--- src/hw/rvx_pkg.sv ---
`default_nettype none

package rvx_pkg;

    localparam int xlen = 32;

    typedef logic [4:0] reg_addr_t;

    // Major opcodes of the supported RV32I groups.
    localparam logic [6:0] opc_op     = 7'b0110011;
    localparam logic [6:0] opc_op_imm = 7'b0010011;
    localparam logic [6:0] opc_lui    = 7'b0110111;

    typedef enum logic [3:0] {
        alu_add,
        alu_sub,
        alu_sll,
        alu_slt,
        alu_sltu,
        alu_xor,
        alu_srl,
        alu_sra,
        alu_or,
        alu_and
    } alu_op_e;

    typedef struct packed {
        logic            reg_write;
        alu_op_e         alu_op;
        logic [xlen-1:0] opa;
        logic [xlen-1:0] opb;      // Already holds the immediate when one applies.
        reg_addr_t       rd;
        reg_addr_t       rs1;
        reg_addr_t       rs2;
        logic            rs1_used;
        logic            rs2_used;
    } de_payload_t;

    typedef struct packed {
        logic            reg_write;
        reg_addr_t       rd;
        logic [xlen-1:0] result;
    } ew_payload_t;

    typedef struct packed {
        logic            valid;
        logic            reg_write;
        reg_addr_t       rd;
        logic [xlen-1:0] value;
    } fwd_t;

    localparam logic [7:0] addr_instr    = 8'h00;
    localparam logic [7:0] addr_status   = 8'h04;
    localparam logic [7:0] addr_reg_base = 8'h80;   // x0 to x31 up to 0xFC.

endpackage

`default_nettype wire

--- src/hw/stage_register.sv ---
`timescale 1ns/100ps
`default_nettype none

module stage_register #(
    parameter type payload_t = logic
) (
    input  logic     clk,
    input  logic     reset,
    input  logic     flush = 1'b0,
    input  logic     in_valid,
    input  payload_t in_data,
    output logic     out_valid,
    output payload_t out_data
);

    always_ff @(posedge clk) begin
        if (reset || flush) begin
            out_valid <= 1'b0;
        end else begin
            out_valid <= in_valid;
        end
    end

    // A flushed slot turns into a bubble with no write enable.
    always_ff @(posedge clk) begin
        if (flush) begin
            out_data <= '0;
        end else begin
            out_data <= in_data;
        end
    end

endmodule

`default_nettype wire

--- src/hw/apb_front.sv ---
`timescale 1ns/100ps
`default_nettype none

module apb_front #(
    parameter int queue_depth = 4
) (
    input  logic                      clk,
    input  logic                      reset,
    input  logic                      psel,
    input  logic                      penable,
    input  logic                      pwrite,
    input  logic [7:0]                paddr,
    input  logic [31:0]               pwdata,
    output logic [31:0]               prdata,
    output logic                      pready,
    output logic                      pslverr,
    output logic [31:0]               instr,
    output logic                      instr_valid,
    input  logic                      instr_take,
    input  logic                      illegal,
    input  logic                      pipe_busy,
    output rvx_pkg::reg_addr_t        dbg_addr,
    input  logic [rvx_pkg::xlen-1:0]  rdata_dbg,
    input  logic [15:0]               retired_count
);

    localparam int ptr_w = $clog2(queue_depth);

    logic [31:0]    queue_mem [queue_depth];
    logic [ptr_w:0] wr_ptr;
    logic [ptr_w:0] rd_ptr;
    logic           queue_empty;
    logic           queue_full;
    logic [15:0]    illegal_count;
    logic           access;
    logic           is_instr;
    logic           is_status;
    logic           is_reg;
    logic           bad;
    logic           drained;
    logic           done;
    logic           push;
    logic [31:0]    read_data;

    // The extra pointer bit tells a full queue from an empty one.
    assign queue_empty = wr_ptr == rd_ptr;
    assign queue_full  = (wr_ptr - rd_ptr) == (ptr_w + 1)'(queue_depth);

    assign instr       = queue_mem[rd_ptr[ptr_w-1:0]];
    assign instr_valid = !queue_empty;

    assign access    = psel && penable && !pready;  // Access phase still waiting for a response.
    assign is_instr  = paddr == rvx_pkg::addr_instr;
    assign is_status = paddr == rvx_pkg::addr_status;
    assign is_reg    = paddr >= rvx_pkg::addr_reg_base && paddr[1:0] == 2'b00;
    assign bad       = pwrite ? !is_instr : !(is_status || is_reg);
    assign drained   = queue_empty && !pipe_busy;   // Reads see every earlier write retired.
    assign done      = access && (bad || (pwrite ? !queue_full : drained));
    assign push      = done && pwrite && !bad;

    assign dbg_addr  = paddr[6:2];
    assign read_data = is_status ? {illegal_count, retired_count} : rdata_dbg;

    always_ff @(posedge clk) begin
        if (reset) begin
            pready        <= 1'b0;
            pslverr       <= 1'b0;
            prdata        <= '0;
            wr_ptr        <= '0;
            rd_ptr        <= '0;
            illegal_count <= '0;
        end else begin
            pready  <= done;            // Response goes out the cycle after the decision.
            pslverr <= done && bad;
            if (done && !pwrite) begin
                prdata <= bad ? '0 : read_data;
            end
            if (push) begin
                wr_ptr <= wr_ptr + 1'b1;
            end
            if (instr_take && !queue_empty) begin
                rd_ptr <= rd_ptr + 1'b1;
            end
            if (illegal) begin
                illegal_count <= illegal_count + 1'b1;
            end
        end
    end

    always_ff @(posedge clk) begin
        if (push) begin
            queue_mem[wr_ptr[ptr_w-1:0]] <= pwdata;
        end
    end

endmodule

`default_nettype wire

--- src/hw/decode_stage.sv ---
`timescale 1ns/100ps
`default_nettype none

module decode_stage (
    input  logic [31:0]               instr,
    input  logic                      instr_valid,
    output logic                      instr_take,
    output rvx_pkg::reg_addr_t        rs1,
    output rvx_pkg::reg_addr_t        rs2,
    input  logic [rvx_pkg::xlen-1:0]  rdata1,
    input  logic [rvx_pkg::xlen-1:0]  rdata2,
    input  rvx_pkg::fwd_t             fwd_e,
    input  rvx_pkg::fwd_t             fwd_w,
    output rvx_pkg::de_payload_t      de_out,
    output logic                      de_valid,
    output logic                      illegal
);

    logic [6:0]                opcode;
    logic [2:0]                funct3;
    logic [6:0]                funct7;
    logic                      is_op;
    logic                      is_op_imm;
    logic                      is_lui;
    logic                      funct7_ok;
    logic                      legal;
    logic [rvx_pkg::xlen-1:0]  imm_i;
    logic [rvx_pkg::xlen-1:0]  imm_u;
    logic [rvx_pkg::xlen-1:0]  rs1_val;
    logic [rvx_pkg::xlen-1:0]  rs2_val;
    rvx_pkg::alu_op_e          alu_op;

    // Execute has the younger value, so it wins over write-back.
    function automatic logic [rvx_pkg::xlen-1:0] forward(
        input rvx_pkg::reg_addr_t        src,
        input logic [rvx_pkg::xlen-1:0]  rf_value,
        input rvx_pkg::fwd_t             e,
        input rvx_pkg::fwd_t             w
    );
        logic [rvx_pkg::xlen-1:0] value;
        value = rf_value;
        if (src != '0 && w.valid && w.reg_write && w.rd == src) begin
            value = w.value;
        end
        if (src != '0 && e.valid && e.reg_write && e.rd == src) begin
            value = e.value;
        end
        return value;
    endfunction

    assign opcode = instr[6:0];
    assign funct3 = instr[14:12];
    assign funct7 = instr[31:25];

    assign is_op     = opcode == rvx_pkg::opc_op;
    assign is_op_imm = opcode == rvx_pkg::opc_op_imm;
    assign is_lui    = opcode == rvx_pkg::opc_lui;

    assign imm_i = {{20{instr[31]}}, instr[31:20]};
    assign imm_u = {instr[31:12], 12'b0};

    // Only add/sub and the right shifts allow funct7 bit 5.
    always_comb begin
        funct7_ok = 1'b1;
        if (is_op) begin
            if (funct3 == 3'b000 || funct3 == 3'b101) begin
                funct7_ok = funct7 == 7'h00 || funct7 == 7'h20;
            end else begin
                funct7_ok = funct7 == 7'h00;
            end
        end else if (is_op_imm) begin
            if (funct3 == 3'b001) begin
                funct7_ok = funct7 == 7'h00;
            end else if (funct3 == 3'b101) begin
                funct7_ok = funct7 == 7'h00 || funct7 == 7'h20;
            end
        end
    end

    always_comb begin
        if (is_lui) begin
            alu_op = rvx_pkg::alu_add;
        end else begin
            case (funct3)
                3'b000:  alu_op = (is_op && funct7[5]) ? rvx_pkg::alu_sub : rvx_pkg::alu_add;
                3'b001:  alu_op = rvx_pkg::alu_sll;
                3'b010:  alu_op = rvx_pkg::alu_slt;
                3'b011:  alu_op = rvx_pkg::alu_sltu;
                3'b100:  alu_op = rvx_pkg::alu_xor;
                3'b101:  alu_op = funct7[5] ? rvx_pkg::alu_sra : rvx_pkg::alu_srl;
                3'b110:  alu_op = rvx_pkg::alu_or;
                default: alu_op = rvx_pkg::alu_and;
            endcase
        end
    end

    assign legal = (is_op || is_op_imm || is_lui) && funct7_ok;

    assign rs1     = instr[19:15];
    assign rs2     = instr[24:20];
    assign rs1_val = forward(rs1, rdata1, fwd_e, fwd_w);
    assign rs2_val = forward(rs2, rdata2, fwd_e, fwd_w);

    always_comb begin
        de_out.reg_write = legal;
        de_out.alu_op    = alu_op;
        de_out.opa       = is_lui ? '0 : rs1_val;
        de_out.opb       = is_op ? rs2_val : (is_lui ? imm_u : imm_i);
        de_out.rd        = instr[11:7];
        de_out.rs1       = rs1;
        de_out.rs2       = rs2;
        de_out.rs1_used  = is_op || is_op_imm;
        de_out.rs2_used  = is_op;
    end

    assign instr_take = instr_valid;    // Nothing stalls, so the head is always consumed.
    assign de_valid   = instr_valid;
    assign illegal    = instr_valid && !legal;

endmodule

`default_nettype wire

--- src/hw/execute_stage.sv ---
`timescale 1ns/100ps
`default_nettype none

module execute_stage (
    input  rvx_pkg::de_payload_t de_in,
    input  logic                 de_valid,
    output rvx_pkg::ew_payload_t ew_out,
    output rvx_pkg::fwd_t        fwd_e
);

    logic [rvx_pkg::xlen-1:0] a;
    logic [rvx_pkg::xlen-1:0] b;
    logic [4:0]               shamt;
    logic [rvx_pkg::xlen-1:0] result;

    assign a     = de_in.opa;
    assign b     = de_in.opb;
    assign shamt = b[4:0];      // RV32I uses only the low five bits for shifts.

    always_comb begin
        case (de_in.alu_op)
            rvx_pkg::alu_add:  result = a + b;
            rvx_pkg::alu_sub:  result = a - b;
            rvx_pkg::alu_sll:  result = a << shamt;
            rvx_pkg::alu_slt:  result = {{(rvx_pkg::xlen-1){1'b0}}, $signed(a) < $signed(b)};
            rvx_pkg::alu_sltu: result = {{(rvx_pkg::xlen-1){1'b0}}, a < b};
            rvx_pkg::alu_xor:  result = a ^ b;
            rvx_pkg::alu_srl:  result = a >> shamt;
            rvx_pkg::alu_sra:  result = $signed(a) >>> shamt;
            rvx_pkg::alu_or:   result = a | b;
            rvx_pkg::alu_and:  result = a & b;
            default:           result = '0;
        endcase
    end

    always_comb begin
        ew_out.reg_write = de_in.reg_write;
        ew_out.rd        = de_in.rd;
        ew_out.result    = result;
    end

    // Decode sees this result one cycle before it reaches the register file.
    always_comb begin
        fwd_e.valid     = de_valid;
        fwd_e.reg_write = de_in.reg_write;
        fwd_e.rd        = de_in.rd;
        fwd_e.value     = result;
    end

endmodule

`default_nettype wire

--- src/hw/result_stage.sv ---
`timescale 1ns/100ps
`default_nettype none

module result_stage (
    input  logic                      clk,
    input  logic                      reset,
    input  rvx_pkg::ew_payload_t      ew_in,
    input  logic                      ew_valid,
    input  rvx_pkg::reg_addr_t        rs1,
    input  rvx_pkg::reg_addr_t        rs2,
    output logic [rvx_pkg::xlen-1:0]  rdata1,
    output logic [rvx_pkg::xlen-1:0]  rdata2,
    input  rvx_pkg::reg_addr_t        dbg_addr,
    output logic [rvx_pkg::xlen-1:0]  rdata_dbg,
    output rvx_pkg::fwd_t             fwd_w,
    output logic [15:0]               retired_count
);

    logic [rvx_pkg::xlen-1:0] regs [1:31];  // x0 has no storage.
    logic                     write_en;

    assign write_en = ew_valid && ew_in.reg_write && ew_in.rd != '0;

    always_ff @(posedge clk) begin
        if (reset) begin
            for (int i = 1; i < 32; i++) begin
                regs[i] <= '0;
            end
        end else if (write_en) begin
            regs[ew_in.rd] <= ew_in.result;
        end
    end

    // Every valid item that reaches this stage retires.
    always_ff @(posedge clk) begin
        if (reset) begin
            retired_count <= '0;
        end else if (ew_valid) begin
            retired_count <= retired_count + 1'b1;
        end
    end

    assign rdata1    = (rs1 == '0) ? '0 : regs[rs1];
    assign rdata2    = (rs2 == '0) ? '0 : regs[rs2];
    assign rdata_dbg = (dbg_addr == '0) ? '0 : regs[dbg_addr];

    always_comb begin
        fwd_w.valid     = ew_valid;
        fwd_w.reg_write = ew_in.reg_write;
        fwd_w.rd        = ew_in.rd;
        fwd_w.value     = ew_in.result;
    end

endmodule

`default_nettype wire

--- src/hw/rvx_top.sv ---
`timescale 1ns/100ps
`default_nettype none

module rvx_top #(
    parameter int queue_depth = 4
) (
    input  logic        clk,
    input  logic        reset,
    input  logic        psel,
    input  logic        penable,
    input  logic        pwrite,
    input  logic [7:0]  paddr,
    input  logic [31:0] pwdata,
    output logic [31:0] prdata,
    output logic        pready,
    output logic        pslverr
);

    logic [31:0]               instr;
    logic                      instr_valid;
    logic                      instr_take;
    logic                      illegal;
    logic                      pipe_busy;
    rvx_pkg::reg_addr_t        rs1;
    rvx_pkg::reg_addr_t        rs2;
    rvx_pkg::reg_addr_t        dbg_addr;
    logic [rvx_pkg::xlen-1:0]  rdata1;
    logic [rvx_pkg::xlen-1:0]  rdata2;
    logic [rvx_pkg::xlen-1:0]  rdata_dbg;
    logic [15:0]               retired_count;
    rvx_pkg::fwd_t             fwd_e;
    rvx_pkg::fwd_t             fwd_w;
    rvx_pkg::de_payload_t      de_d;
    rvx_pkg::de_payload_t      de_q;
    logic                      de_valid_d;
    logic                      de_valid_q;
    rvx_pkg::ew_payload_t      ew_d;
    rvx_pkg::ew_payload_t      ew_q;
    logic                      ew_valid_q;

    assign pipe_busy = de_valid_q || ew_valid_q;

    apb_front #(
        .queue_depth (queue_depth)
    ) apb_front_i (
        .clk           (clk),
        .reset         (reset),
        .psel          (psel),
        .penable       (penable),
        .pwrite        (pwrite),
        .paddr         (paddr),
        .pwdata        (pwdata),
        .prdata        (prdata),
        .pready        (pready),
        .pslverr       (pslverr),
        .instr         (instr),
        .instr_valid   (instr_valid),
        .instr_take    (instr_take),
        .illegal       (illegal),
        .pipe_busy     (pipe_busy),
        .dbg_addr      (dbg_addr),
        .rdata_dbg     (rdata_dbg),
        .retired_count (retired_count)
    );

    decode_stage decode_i (
        .instr       (instr),
        .instr_valid (instr_valid),
        .instr_take  (instr_take),
        .rs1         (rs1),
        .rs2         (rs2),
        .rdata1      (rdata1),
        .rdata2      (rdata2),
        .fwd_e       (fwd_e),
        .fwd_w       (fwd_w),
        .de_out      (de_d),
        .de_valid    (de_valid_d),
        .illegal     (illegal)
    );

    stage_register #(
        .payload_t (rvx_pkg::de_payload_t)
    ) de_reg_i (
        .clk       (clk),
        .reset     (reset),
        .flush     (illegal),      // Illegal words become bubbles.
        .in_valid  (de_valid_d),
        .in_data   (de_d),
        .out_valid (de_valid_q),
        .out_data  (de_q)
    );

    execute_stage execute_i (
        .de_in    (de_q),
        .de_valid (de_valid_q),
        .ew_out   (ew_d),
        .fwd_e    (fwd_e)
    );

    stage_register #(
        .payload_t (rvx_pkg::ew_payload_t)
    ) ew_reg_i (
        .clk       (clk),
        .reset     (reset),
        .in_valid  (de_valid_q),
        .in_data   (ew_d),
        .out_valid (ew_valid_q),
        .out_data  (ew_q)
    );

    result_stage result_i (
        .clk           (clk),
        .reset         (reset),
        .ew_in         (ew_q),
        .ew_valid      (ew_valid_q),
        .rs1           (rs1),
        .rs2           (rs2),
        .rdata1        (rdata1),
        .rdata2        (rdata2),
        .dbg_addr      (dbg_addr),
        .rdata_dbg     (rdata_dbg),
        .fwd_w         (fwd_w),
        .retired_count (retired_count)
    );

endmodule

`default_nettype wire

--- config.mk ---
export PLATFORM = sky130hd
export DESIGN_NAME = rvx_top
export DESIGN_NICKNAME = d
export VERILOG_FILES = /design/src/hw/rvx_pkg.sv /design/src/hw/stage_register.sv /design/src/hw/apb_front.sv /design/src/hw/decode_stage.sv /design/src/hw/execute_stage.sv /design/src/hw/result_stage.sv /design/src/hw/rvx_top.sv
export SDC_FILE = /design/constraint.sdc
export NUM_CORES = 2
export LEC_CHECK = 0
export CAP_MARGIN = 10
export CORE_MARGIN = 10
export CORE_UTILIZATION = 35
export DETAILED_ROUTE_END_ITERATION = 10
export DONT_BUFFER_PORTS = 1
export GPL_ROUTABILITY_DRIVEN = 0
export PLACE_DENSITY = 0.52
export RECOVER_POWER = 25
export SYNTH_ARGS = -nofsm -noshare
export SYNTH_HDL_FRONTEND = slang
export SYNTH_HIERARCHICAL = 1
export SYNTH_SLANG_ARGS = --single-unit
--- constraint.sdc ---
create_clock -name clk -period 10 [get_ports clk]
set_input_delay 1 -clock clk [delete_from_list [all_inputs] [get_ports clk]]
set_output_delay 1 -clock clk [all_outputs]
set_load 0.02 [all_outputs]
==> impl_results.md <==
* Total power draw at approximately 13 mW
* Critical path data arrival time at around 7400 ps
* Violated checks: max-capacitance violations, max-slew violations
* Number of warnings reported in the yosys synthesis log at 6
* H-tree Lvls at 4
* Number of buffers inserted by post-CTS setup repair at 0
* PortBufs at 0
* Number of hold-slack violations in the final timing report at 0
* Worst-case vdd ir drop at just under 0.0002 V
* Family with the most delay on the worst path: simple AND/OR/NAND/NOR gates
* Kind of launch point of the worst setup path: input port
* Fin. max-slew vios at 1000
* Post-detail-place hpwl at roughly 230000 um
* Final nets at between 6000 and 7000
* Number of design-rule violations left by the first detailed-router iteration at around 11000
* All-Layer GR Usage at approximately 27%
* Portion of the clock cycle consumed by the worst path in the final layout at approximately two thirds
* Clock tree from TritonCTS: yes
* Number of global-route vias before repair at between 60000 and 70000
* CTS clk-pin slew, worst paths at roughly 60 ps
* Quantity of gates resized following cts at 0
* Worst setup path startpoint: paddr[5]
* Die span in y at approximately 520 um
* # IOs at 79
* Critical path's largest stage delay at roughly 1800 ps
* Final setup violation count at 0
* Worst path setup slack after routing at between 3000 and 4000 ps
* Post-detailed-route wirelength per cell at a little under 40 um
* Global-route wire length before repair at just over 500000 um
* WS Path Type: in -> reg
* Maximum number of pins on one net before global-route repair at 292
* Minimum setup slack after placement at ~4600 ps
* Setup tns final at 0 ps
* Total power density per cell area at roughly 140 nW/um^2
* Horizontal die dimension at 516 um
* Area of the core at roughly 250000 sq um
* Signed area change from the synthesized netlist to the final layout at 7.94%
* Initial DRT Pass Iterations at 6
* Outcome: complete, but fails checks
* Final min period at between 6000 and 7000 ps
* Avg Cell Area, Syn at between 10 and 15 sq um
* Starting density of the core at a little over a third
* Gate count of the mapped netlist at 6720
* Clock tree skew after final layout at about 72 ps
* Post-route DRC violation count at 0
* Fraction of final layout cells with drive strength greater than 1 at 22.1%
* Transition at the pin with the smallest max-transition slack at just over 4000 ps
* Critical path data required time at 10770 ps
* TritonCTS Sinks at 1340
* Achievable Freq at roughly 150 MHz
* Routed Antenna Nets at 0
* Routed wire length at 379000 um
* Capturing element type of the critical path: register
* Clock Root Buffer: sky130_fd_sc_hd__clkbuf_16
* Remaining global-route overflow at 0
* Critical path fanouts, max at 40
* HP Class: in -> reg
* Unrepaired setup endpoints after global routing: no
* CTS Buffer Depth at 3
* Initial antenna violation count at between 50 and 60
* Cells traversed along the worst timing path: or2_0, or4_1, clkbuf_1, o21ai_1, a311oi_1, mux2i_1, o2bb2ai_1
* Placement Rows at roughly 180
* CTS hold repair buffers at 0
* Hold Path Origin: reset
* Area of the mapped netlist at 86100 sq um
* Master of the slowest instance on the critical path: sky130_fd_sc_hd__clkbuf_1
* Reg-to-Reg Start: ew_reg_i/out_valid$_SDFF_PP0_
* Die Footprint at 266000 sq um
* Headroom to the max-slew limit at -170%
* Count of filler cells inserted in the layout at 23057
* Clock latency on the worst-skew pair at between 800 and 900 ps
* Standby leakage power at between 30 and 40 nW
* Max-capacitance violation count at 38
* Buf+Inv Stages, Crit Path at 1
* Number of CTS-inserted buffers at about 150
* Number of vias per cell after detailed routing at ~6.6
* Via count at 64030
layer usage:
metal	up-vias	share of wire, %	GRT usage (%)	wire [um]
met1	32603	37	35.5	138000
li1	25107	-	-	-
met4	34	7.6	17.0	28900
met3	1175	13	8.31	50700
met2	5111	42	40.2	161000
met5	-	0.058	0	221
state kept, by name (all words and copies together) (netlist names), named ones only:
signal,cells
apb_front_i/illegal_count,16
apb_front_i/prdata,32
apb_front_i/pready,1
apb_front_i/pslverr,1
apb_front_i/queue_mem,128
apb_front_i/rd_ptr,3
apb_front_i/wr_ptr,3
de_reg_i/out_data,74
de_reg_i/out_valid,1
ew_reg_i/out_data,38
ew_reg_i/out_valid,1
result_i/regs,1024
result_i/retired_count,16
cell usage in the layout, fill, tap and decap left out, types with 40 or more instances in the layout:
cell,instances
sky130_fd_sc_hd__a211oi_1,120
sky130_fd_sc_hd__a21oi_1,166
sky130_fd_sc_hd__a221oi_1,80
sky130_fd_sc_hd__a22oi_1,111
sky130_fd_sc_hd__a311oi_1,86
sky130_fd_sc_hd__and2_0,148
sky130_fd_sc_hd__and2_1,887
sky130_fd_sc_hd__buf_4,151
sky130_fd_sc_hd__clkbuf_1,63
sky130_fd_sc_hd__clkbuf_16,159
sky130_fd_sc_hd__dfxtp_1,181
sky130_fd_sc_hd__edfxtp_1,1152
sky130_fd_sc_hd__ha_1,106
sky130_fd_sc_hd__inv_1,108
sky130_fd_sc_hd__mux2_2,100
sky130_fd_sc_hd__mux2i_1,301
sky130_fd_sc_hd__mux4_2,757
sky130_fd_sc_hd__nand2_1,169
sky130_fd_sc_hd__nor2_1,214
sky130_fd_sc_hd__nor2b_1,221
sky130_fd_sc_hd__nor3_1,40
sky130_fd_sc_hd__o21ai_0,170
sky130_fd_sc_hd__o21ai_1,190
sky130_fd_sc_hd__xnor2_1,44
report_power, final:
part	internal, mW	switching [mW]
sequential	6.21	0.143
clock	3.41	2.49
combinational	0.350	0.517
total	9.97	3.15
cell type report:
type | count | area [sq um] | share of cell area, %
multi-input combinational | 4524 | 43500 | 46.8
tap | 3220 | 4030 | 4.34
inverter | 116 | 439 | 0.473
timing repair buffer | 188 | 1400 | 1.50
sequential | 1340 | 38400 | 41.3
antenna | 18 | 45.0 | 0.0485
clock buffer | 206 | 4290 | 4.61
clock inverter | 77 | 866 | 0.932
path summary, 6_finish.rpt:
check / endpoint / slack (ps) / depth (start not counted)
worst max-delay path: apb_front_i/prdata[18]$_SDFFE_PP0P_ / 3330 / 7
worst min-delay path: result_i/retired_count[5]$_SDFFE_PP0P_ / 230 / 1
worst max register to register: result_i/regs[27][17]$_SDFFCE_PN0P_ / 3590 / 5
worst min register to register: ew_reg_i/out_data[37]$_SDFF_PP0_ / 470 / 1
metrics by stage:
step	instances	hold slack (ps)	area (sq um)	util, %
after global placement	9386	459	87900	35.8
after floorplan	6753	459	86200	-
after global routing	9672	218	92900	37.9
after CTS	9669	191	93100	37.9
after detailed placement	9386	469	87900	35.8
final	9689	233	92900	37.9
Power figures use the tool's default switching activity.
